[config.mk]
export PLATFORM = sky130hd
export DESIGN_NAME = cpu
export DESIGN_NICKNAME = d
export VERILOG_FILES = /design/src/logic/cpu_pkg.sv /design/src/logic/cpu_ctl_if.sv /design/src/logic/cpu.sv /design/src/logic/pa.sv /design/src/logic/pr.sv /design/src/logic/pd.sv /design/src/logic/pm.sv
export SDC_FILE = /design/constraint.sdc
export NUM_CORES = 1
export LEC_CHECK = 0
export BUFFER_PORTS_ARGS = -buffer_cell sky130_fd_sc_hd__buf_4
export CAP_MARGIN = 20
export CORE_MARGIN = 1.5
export CORE_UTILIZATION = 45
export CTS_CLUSTER_DIAMETER = 50
export DETAILED_ROUTE_END_ITERATION = 8
export MAX_ROUTING_LAYER = met4
export PLACE_DENSITY = 0.67
export SYNTH_ARGS = -nofsm -noshare
export SYNTH_HDL_FRONTEND = slang
export SYNTH_SLANG_ARGS = --single-unit
[constraint.sdc]
create_clock -name __clk -period 7.78 [get_ports __clk]
set_clock_uncertainty 0.2 [all_clocks]
set_input_delay 0.389 -clock __clk [delete_from_list [all_inputs] [get_ports __clk]]
set_output_delay 0.389 -clock __clk [all_outputs]
set_load 0.02 [all_outputs]
[src/logic/cpu_pkg.sv]
`default_nettype none

package cpu_pkg;

	// ------------------------------
	// Word and register file sizes
	// ------------------------------

	localparam int word_w = 16;
	localparam int reg_n = 8;

	// ------------------------------
	// Opcodes
	// ------------------------------

	// Bits 0:5 of the opcode word, in octal as on the console
	typedef enum logic [0:5] {
		op_lw = 6'o20,
		op_rw = 6'o24,
		op_aw = 6'o40,
		op_sw = 6'o42,
		op_nr = 6'o46,
		op_hlt = 6'o73
	} op_e;

	// ------------------------------
	// Sequencer phases
	// ------------------------------

	typedef enum logic [2:0] {
		ph_idle,
		ph_p1,
		ph_p2,
		ph_p3,
		ph_p4,
		ph_halt
	} phase_e;

	// Register operand against the argument word
	typedef enum logic [1:0] {
		alu_add,
		alu_sub,
		alu_and,
		alu_pass
	} alu_e;

endpackage

`default_nettype wire
[src/logic/cpu_ctl_if.sv]
`timescale 1ns/1ns
`default_nettype none

interface cpu_ctl_if;

	// Register transfer strobes
	logic w_ir;
	logic w_ar;
	logic w_r;
	logic icp1;
	logic w_ic;
	logic r_w;
	logic alu_w;
	logic bus_ad;

	// Decoded instruction fields
	cpu_pkg::op_e op;
	logic [0:$clog2(cpu_pkg::reg_n)-1] rsel;
	cpu_pkg::alu_e alu_op;
	logic illegal;

	modport seq(output w_ir, w_ar, w_r, icp1, w_ic, r_w, alu_w, bus_ad,
		input op, illegal);
	modport dec(input w_ir, output op, rsel, alu_op, illegal);
	modport regs(input w_r, rsel);
	modport alu(input w_ar, icp1, w_ic, r_w, alu_w, bus_ad, alu_op);

endinterface

`default_nettype wire

[src/logic/cpu.sv]
`timescale 1ns/1ns
`default_nettype none

module cpu(
	input logic __clk,
	input logic rst_n,

	// Control panel
	input logic start_,
	input logic [0:cpu_pkg::word_w-1] kl,
	output logic [0:cpu_pkg::word_w-1] w,
	output logic run,
	output logic hlt_n_,
	output logic awaria_,

	// System bus
	output logic dr_,
	output logic dw_,
	input logic rok_,
	output logic [0:cpu_pkg::word_w-1] dad_,
	output logic [0:cpu_pkg::word_w-1] ddt_,
	input logic [0:cpu_pkg::word_w-1] rdt_
);

	cpu_ctl_if ctl();

	logic [0:cpu_pkg::word_w-1] r_out;

	// ------------------------------
	// Sequencer and decoder
	// ------------------------------

	pm u_pm(
		.__clk(__clk),
		.rst_n(rst_n),
		.start_(start_),
		.rok_(rok_),
		.ctl(ctl.seq),
		.dr_(dr_),
		.dw_(dw_),
		.run(run),
		.hlt_n_(hlt_n_),
		.awaria_(awaria_)
	);

	pd u_pd(
		.__clk(__clk),
		.rst_n(rst_n),
		.rdt_(rdt_),
		.ctl(ctl.dec)
	);

	// ------------------------------
	// Datapath
	// ------------------------------

	pr u_pr(
		.__clk(__clk),
		.rst_n(rst_n),
		.ctl(ctl.regs),
		.w(w),
		.r_out(r_out)
	);

	pa u_pa(
		.__clk(__clk),
		.rst_n(rst_n),
		.kl(kl),
		.rdt_(rdt_),
		.r_out(r_out),
		.ctl(ctl.alu),
		.w(w),
		.dad_(dad_),
		.ddt_(ddt_)
	);

endmodule

`default_nettype wire

[src/logic/pa.sv]
`timescale 1ns/1ns
`default_nettype none

module pa(
	input logic __clk,
	input logic rst_n,
	input logic [0:cpu_pkg::word_w-1] kl,
	input logic [0:cpu_pkg::word_w-1] rdt_,
	input logic [0:cpu_pkg::word_w-1] r_out,
	cpu_ctl_if.alu ctl,
	output logic [0:cpu_pkg::word_w-1] w,
	output logic [0:cpu_pkg::word_w-1] dad_,
	output logic [0:cpu_pkg::word_w-1] ddt_
);

	logic [0:cpu_pkg::word_w-1] ic;
	logic [0:cpu_pkg::word_w-1] ar;
	logic [0:cpu_pkg::word_w-1] dt;
	logic [0:cpu_pkg::word_w-1] alu_res;

	// ------------------------------
	// IC and AR
	// ------------------------------

	always_ff @(posedge __clk or negedge rst_n) begin
		if (!rst_n) begin
			ic <= '0;
			ar <= '0;
		end else begin
			if (ctl.w_ic)
				ic <= kl;
			else if (ctl.icp1)
				ic <= ic + 1'b1;
			if (ctl.w_ar)
				ar <= ~rdt_;
		end
	end

	// Store data latched with the argument
	always_ff @(posedge __clk) begin
		if (ctl.w_ar)
			dt <= r_out;
	end

	// ------------------------------
	// ALU and W bus
	// ------------------------------

	always_comb begin
		case (ctl.alu_op)
			cpu_pkg::alu_add: alu_res = r_out + ar;
			cpu_pkg::alu_sub: alu_res = r_out - ar;
			cpu_pkg::alu_and: alu_res = r_out & ar;
			default: alu_res = ar;
		endcase
	end

	// Read data when nothing else drives W
	assign w = ctl.r_w ? r_out : (ctl.alu_w ? alu_res : ~rdt_);

	// Operand address in p3, instruction counter otherwise
	assign dad_ = ~(ctl.bus_ad ? ar : ic);
	assign ddt_ = ~dt;

endmodule

`default_nettype wire

[src/logic/pr.sv]
`timescale 1ns/1ns
`default_nettype none

module pr(
	input logic __clk,
	input logic rst_n,
	cpu_ctl_if.regs ctl,
	input logic [0:cpu_pkg::word_w-1] w,
	output logic [0:cpu_pkg::word_w-1] r_out
);

	// User registers r0..r7
	logic [0:cpu_pkg::word_w-1] user_r [0:cpu_pkg::reg_n-1];

	always_ff @(posedge __clk or negedge rst_n) begin
		if (!rst_n) begin
			for (int i = 0; i < cpu_pkg::reg_n; i++)
				user_r[i] <= '0;
		end else if (ctl.w_r) begin
			user_r[ctl.rsel] <= w;
		end
	end

	// Selected register, always visible
	assign r_out = user_r[ctl.rsel];

endmodule

`default_nettype wire

[src/logic/pd.sv]
`timescale 1ns/1ns
`default_nettype none

module pd(
	input logic __clk,
	input logic rst_n,
	input logic [0:cpu_pkg::word_w-1] rdt_,
	cpu_ctl_if.dec ctl
);

	logic [0:cpu_pkg::word_w-1] ir;

	// Instruction register, bus data is active low
	always_ff @(posedge __clk or negedge rst_n) begin
		if (!rst_n)
			ir <= '0;
		else if (ctl.w_ir)
			ir <= ~rdt_;
	end

	// ------------------------------
	// Decode
	// ------------------------------

	assign ctl.op = cpu_pkg::op_e'(ir[0:5]);
	assign ctl.rsel = ir[7:9];

	always_comb begin
		ctl.illegal = 1'b0;
		case (ctl.op)
			cpu_pkg::op_lw: ctl.alu_op = cpu_pkg::alu_pass;
			cpu_pkg::op_rw: ctl.alu_op = cpu_pkg::alu_pass;
			cpu_pkg::op_aw: ctl.alu_op = cpu_pkg::alu_add;
			cpu_pkg::op_sw: ctl.alu_op = cpu_pkg::alu_sub;
			cpu_pkg::op_nr: ctl.alu_op = cpu_pkg::alu_and;
			cpu_pkg::op_hlt: ctl.alu_op = cpu_pkg::alu_pass;
			default: begin
				// Unlisted opcode
				ctl.alu_op = cpu_pkg::alu_pass;
				ctl.illegal = 1'b1;
			end
		endcase
	end

endmodule

`default_nettype wire

[src/logic/pm.sv]
`timescale 1ns/1ns
`default_nettype none

module pm(
	input logic __clk,
	input logic rst_n,
	input logic start_,
	input logic rok_,
	cpu_ctl_if.seq ctl,
	output logic dr_,
	output logic dw_,
	output logic run,
	output logic hlt_n_,
	output logic awaria_
);

	cpu_pkg::phase_e state;
	logic start_q;
	logic ack;
	logic stop_op;
	logic stop_now;
	logic mem_op;
	logic fetch_ack;
	logic arg_ack;

	// Memory answered an outstanding request
	assign ack = ~rok_ & (~dr_ | ~dw_);

	assign stop_op = (ctl.op == cpu_pkg::op_hlt) | ctl.illegal;
	assign mem_op = (ctl.op == cpu_pkg::op_lw) | (ctl.op == cpu_pkg::op_rw);
	// Opcode is visible in the first cycle of p2
	assign stop_now = (state == cpu_pkg::ph_p2) & stop_op;

	// ------------------------------
	// Phase stepping
	// ------------------------------

	always_ff @(posedge __clk or negedge rst_n) begin
		if (!rst_n) begin
			state <= cpu_pkg::ph_idle;
			start_q <= 1'b0;
		end else begin
			start_q <= ~start_ & ((state == cpu_pkg::ph_idle) | (state == cpu_pkg::ph_halt));
			case (state)
				cpu_pkg::ph_idle, cpu_pkg::ph_halt: begin
					if (start_q)
						state <= cpu_pkg::ph_p1;
				end
				cpu_pkg::ph_p1: begin
					if (ack)
						state <= cpu_pkg::ph_p2;
				end
				cpu_pkg::ph_p2: begin
					if (stop_op)
						state <= cpu_pkg::ph_halt;
					else if (ack)
						state <= mem_op ? cpu_pkg::ph_p3 : cpu_pkg::ph_p4;
				end
				cpu_pkg::ph_p3: begin
					if (ack)
						state <= cpu_pkg::ph_p1;
				end
				cpu_pkg::ph_p4: state <= cpu_pkg::ph_p1;
				default: state <= cpu_pkg::ph_idle;
			endcase
		end
	end

	// ------------------------------
	// Bus strobes
	// ------------------------------

	// Request drops after the acknowledge, then rises again for the next phase
	always_ff @(posedge __clk or negedge rst_n) begin
		if (!rst_n) begin
			dr_ <= 1'b1;
			dw_ <= 1'b1;
		end else if (ack) begin
			dr_ <= 1'b1;
			dw_ <= 1'b1;
		end else if (dr_ & dw_) begin
			case (state)
				cpu_pkg::ph_p1: dr_ <= 1'b0;
				cpu_pkg::ph_p2: dr_ <= stop_op;
				cpu_pkg::ph_p3: begin
					dr_ <= (ctl.op == cpu_pkg::op_rw);
					dw_ <= (ctl.op != cpu_pkg::op_rw);
				end
				default: begin
					dr_ <= 1'b1;
					dw_ <= 1'b1;
				end
			endcase
		end
	end

	// Transfer strobes
	assign fetch_ack = (state == cpu_pkg::ph_p1) & ack;
	assign arg_ack = (state == cpu_pkg::ph_p2) & ack;

	assign ctl.w_ic = start_q;
	assign ctl.w_ir = fetch_ack;
	assign ctl.w_ar = arg_ack;
	assign ctl.icp1 = fetch_ack | arg_ack;
	assign ctl.bus_ad = (state == cpu_pkg::ph_p3);
	assign ctl.r_w = (state == cpu_pkg::ph_p3) & (ctl.op == cpu_pkg::op_rw);
	assign ctl.alu_w = (state == cpu_pkg::ph_p4);
	// LW writes straight from the read data at its acknowledge
	assign ctl.w_r = (state == cpu_pkg::ph_p4)
		| ((state == cpu_pkg::ph_p3) & (ctl.op == cpu_pkg::op_lw) & ack);

	// Panel lamps
	assign run = (state != cpu_pkg::ph_idle) & (state != cpu_pkg::ph_halt) & ~stop_now;
	assign hlt_n_ = ~((state == cpu_pkg::ph_halt) | stop_now);
	assign awaria_ = ~(ctl.illegal & ((state == cpu_pkg::ph_halt) | stop_now));

endmodule

`default_nettype wire

; Word level (Yosys, flattened, before mapping)
; Cells that the tools add are included.
; Widths: inputs -> output; s select.
[totals]
ff_bits = 198
out_inout_bits = 53
elab_cells = 110
[op_classes]
n_addsub = 3
n_lt_le_gt_ge = 2
eq_ne = 20
n_mux = 27
n_bitwise = 31
n_reduce_logical = 11
[op_table]
columns = op, count
row1 = $bwmux 128, 1
row2 = $mux 16, 8
row3 = $bmux 16 s3, 1
row4 = $demux 16 s3, 1
row5 = $not 16->16, 3
row6 = $pmux 16 s3, 1
row7 = $eq 6x6->1 const B, 4
row8 = $mux 3, 6
row9 = $add 16x1->16 const B, 1
row10 = $add 16x16->16, 1
row11 = $and 16x16->16, 1
row12 = $sub 16x16->16, 1
row13 = $pmux 3 s5, 1
row14 = $and 1x1->1, 12
row15 = $eq 6x5->1 const B, 2
row16 = $not 1->1, 7
row17 = $or 1x1->1, 7
row18 = $eq 3x2->1 const B, 2
row19 = $eq 3x3->1 const B, 2
row20 = $ne 2x1->1 const B, 3
row21 = $ne 6x5->1 const B, 1
row22 = $pmux 2 s3, 1
row23 = $reduce_or 6->1, 1
row24 = $mux 1, 5
row25 = 19 further kinds, 21

; Logic depth before layout (Yosys ltp)
[logic_depth]
depth_word = 9
ltp_mapped = 17
mapped_depth_nobuf = 14

; Cells and area by module
; A second synthesis with hierarchy kept.
[hier_totals]
cells_unflattened = 954
area_unflattened_um2 = 10736.5
[modules_own_cells]
columns = module, n_inst, cells_each, area_each_um2
row1 = pr, 1, 410, 6090.8
row2 = pa, 1, 452, 3761.1
row3 = pm, 1, 54, 464.2
row4 = pd, 1, 38, 420.4

; Least setup slack after synthesis
; No wires, ideal clock.
[synth_path]
path_kind = register to output
start = register u_pd.ir[7] in the netlist's numbering
end = output port w[5] in the netlist's numbering
arrival_ns = 3.978
t_required_ns = 7.191
setup_slack_ns = 3.213
path_stages_with_launch = 18
n_path_buf = 5
cell_sequence = dfrtp_1 -> clkbuf_2 -> buf_2 -> buf_4 -> buf_2 -> buf_2 -> mux4_2 -> mux2i_1 -> ha_1 -> inv_1 -> fa_1 -> a211oi_1 -> o211ai_1 -> a21oi_1 -> xor2_1 -> o21ai_0 -> o21ai_1 -> o21ai_0
[synth_between]
elab_chain_len = 8
[synth_rtl]
columns = element, line
row1 = start: declaration, pd.sv:11  ; logic [0:cpu_pkg::word_w-1] ir;
row2 = start signal: assignment, pd.sv:18  ; ir <= ~rdt_;
row3 = $not 3->4 (implied by the code) *, pr.sv:25  ; assign r_out = user_r[ctl.rsel];
row4 = $bmux 16 s3 *, pr.sv:25
row5 = $mux 16 (implied by the code) * (2 in a row), pr.sv:25
row6 = "$sub 16x16->16, or another cell as far along", pa.sv:52  ; cpu_pkg::alu_sub: alu_res = r_out - ar;
row7 = $pmux 16 s3, pa.sv:50  ; case (ctl.alu_op)
row8 = $mux 16, pa.sv:59  ; assign w = ctl.r_w ? r_out : (ctl.alu_w ? alu_res : ~rdt_);
row9 = $mux 16 *, pa.sv:59
row10 = end: declaration, cpu.sv:11  ; output logic [0:cpu_pkg::word_w-1] w,
; Every way passes the cells marked *; elsewhere a longest branch is shown, timed or not. The select of a mux whose other input is x is not followed.

; Worst setup path in the final report
[layout_path]
start = register u_pd.ir[8] in the netlist's numbering
end = output port w[5] in the netlist's numbering
; Same word-level chain as after synthesis.

==> flow_summary.yaml <==
yosys:
  synthCells: 1032
  synth_top_family_by_area: "compound AO/OA/AOI/OAI gates"
  synth_compound_area_frac: 0.165
  synth_xor_area_frac: 0.0339
  syn_area_um2: 10600
  synth.most_common_cell: "dfrtp_1"
  synth_edf_count: 16
  synth_mux_area_frac: 0.151
  yosysWarnings: 0
  synthTopCellsByArea: "dfrtp_1 (41%), mux2_2 (7.9%), nand2_1 (5.4%)"
  synth_common_cells: "dfrtp_1 (173), nand2_1 (152), o21ai_0 (101)"
  synth-simple-area-share: 0.123
  avgSynthCellArea_um2: 10.2
  ys_seq_area_frac: 0.461
  syn_nets: 1087
  ys_types: 81
  synth_fa_ha_area_frac: 0.0232
  post-synth-top-area-fraction: 0.410
  ys_ff_latch: 191
  async_reset_ff_frac: 0.916
  ys.flop_type: "dfrtp_1"
  synth_top_area_cell: "dfrtp_1"
global_routing:
  grt-busiest-layer: "met2"
  grt_usage: 0.253
  grt_pass1_vias: 8219
  grt_overflow: 0
  grt_pass1_wl_um: 45900
  grt_antenna_before_repair: 0
  grtUsageMet3: 0.0403
  grt_max_degree: 104
  gr-usage-met2: 0.378
  met1_usage: 0.353
timing:
  hold_viol_final: 0
  whs_ps: 5.85
  finalCriticalPeriod_ps: 5760
  fmax_mhz: 174
  period_share: 0.740
  worst_pin_slew_ps: 1100
  worst_slack_ps: 2020
  setup_viol: 0
  max_slew_margin: 0.263
  rsz0062_at_grt: "no"
  slew_violations: 0
  fin_tns_setup_ps: 0
final_layout:
  n_antenna_cell: 0
  final_core_util: 0.541
  fin_cells: 1450
  drive_above_1_share: 0.220
  fin_area_um2: 12400
  area_growth_pct: 17.2
  nets: 1179
worst_setup_path:
  endpoint_kind: "output pin"
  cp.arrival_ps: 5170
  critical_path_required_ps: 7190
  worstPathMaxFanout: 44
  path_class: "reg2out"
  start_kind: "register"
clock_network:
  post_cts_resized: 0
  clockRootBuffer: "clkbuf_16"
  tritoncts: "yes"
  insertion_delay_ps: 450
  clock_sinks: 191
  clk_pin_slew_ps: 80
  cts_buffers: 17
  cts_max_level: 4
  cts_buffer_depth: 2
place:
  place_area_um2: 11400
  place.gp.congestion: 0.933
  place_hpwl_um: 19800
  dpl_worst_slack_ps: 2580
  place_inst: 1385
  numPortBuffers: 88
power_and_ir_drop:
  finalPower_mw: 5.12
  peakVddDrop_uv: 198
  p_leak_nw: 5.48
  powerDensity_nw_per_um2: 414
floorplanning:
  die-area_um2: 24400
  die_w_um: 156
  start_util: 0.462
  ios: 89
  fp.dieH_um: 156
  coreArea_um2: 22800
  row_count: 55
drt:
  routed_wl_um: 29200
  wire_per_inst_um: 20.1
  drc: 0
  firstDrtPassIters: 6
  num_vias: 8402
  vias_per_cell: 5.79
  ant_nets: 0
  drtIter0Drc: 709
run:
  drv_cap: 0
outcome:
  status: "complete, no violations"
hold_path:
  hp-class: "in2reg"
worst max-delay path, stage by stage, from the launching register on:
cell and delay (ps):
dfrtp_2 980, mux4_2 590, mux2i_1 240, ha_1 220, inv_1 60, fa_1 420
a211oi_1 410, o211ai_1 160, a21oi_1 440, xor2_1 190, o21ai_0 90, o21ai_1 470
o21ai_0 220, buf_4 210
path summary, 6_finish.rpt:
| kind | from | end | slack, ps | cells past startpoint |
|---|---|---|---|---|
| max | u_pd.ir[8] | w[5] | 2020 | 13 |
| min | rdt_[8] | u_pa.ar[8] | 6 | 2 |
| max reg2reg | u_pd.ir[8] | u_pr.user_r[12] | 2870 | 11 |
| min reg2reg | u_pr.user_r[11] | u_pr.user_r[11] | 280 | 2 |
| max in group asynchronous | rst_n | u_pd.ir[7] | 5430 | 3 |
| min in group asynchronous | rst_n | u_pr.user_r[73] | 430 | 2 |
cell families (layout without fill, tap and decap cells):
family | count (synthesis) | count (layout)
adders and majority gates | 19 | 19
DFF | 191 | 191
buffers and inverters | 102 | 207
xor gates and xnor gates | 40 | 40
muxes | 128 | 128
and+or+nand+nor | 281 | 281
AOI/OAI and AO/OA | 271 | 271
layout make-up:
type	instances	area, um^2
sequential	191	4860
clock buffer	17	425
multi-input combinational	739	5250
tap	313	392
timing repair buffer	137	1120
fill	2066	10500
clock inverter	15	178
inverter	38	143
sequential cells by signal (all words and copies together) (netlist names):
name           flops
u_pa.dt           16
u_pd.ir            9
u_pm.state         3
u_pm.dw_           1
u_pa.ic           16
u_pa.ar           16
u_pm.ctl.w_ic      1
u_pr.user_r      128
u_pm.dr_           1
cell usage in the layout (no fill, tap or decap), types with 4 or more instances in the layout:
cell           instances
inv_6                  4
o21ai_0              101
mux2i_1               36
dfrtp_1              171
a211oi_1               6
o21a_1                 4
nor2_1                41
nand2b_1               4
o211ai_1              10
a22oi_1                7
o31ai_1               20
xnor2_1               14
buf_4                102
mux2_2                74
nand3_1               24
inv_1                 37
mux4_2                18
a31oi_1                6
o21ai_1               12
nand2_1              152
and3_1                 6
nor3_1                 9
nor2b_1                8
edfxtp_1              16
a21oi_1               44
a221o_1                4
clkbuf_16             17
xor2_1                25
ha_1                  18
clkinv_8               4
a21o_1                12
nand3b_1               8
dlygate4sd3_1         33
routing by layer:
| metal | share of wire | up-vias |
|---|---|---|
| met4 | 0.021 | 0 |
| met2 | 0.46 | 294 |
| met5 | 0 | - |
| met3 | 0.059 | 58 |
| li1 | - | 3911 |
| met1 | 0.46 | 4139 |
power breakdown:
| group | switching, mW | internal, mW | leakage, nW |
|---|---|---|---|
| registers | 0.389 | 1.35 | 2.43 |
| logic | 1.41 | 1.08 | 2.75 |
| clock network | 0.451 | 0.439 | 0.296 |
timing repair:
item / in CTS / in global routing
endpoints found under the setup margin: 0 / 0
endpoints found under the hold margin: 137 / 2
hold buffers: 32 / 1
buffers inserted: 0 / 0
Power figures use the tool's default switching activity.
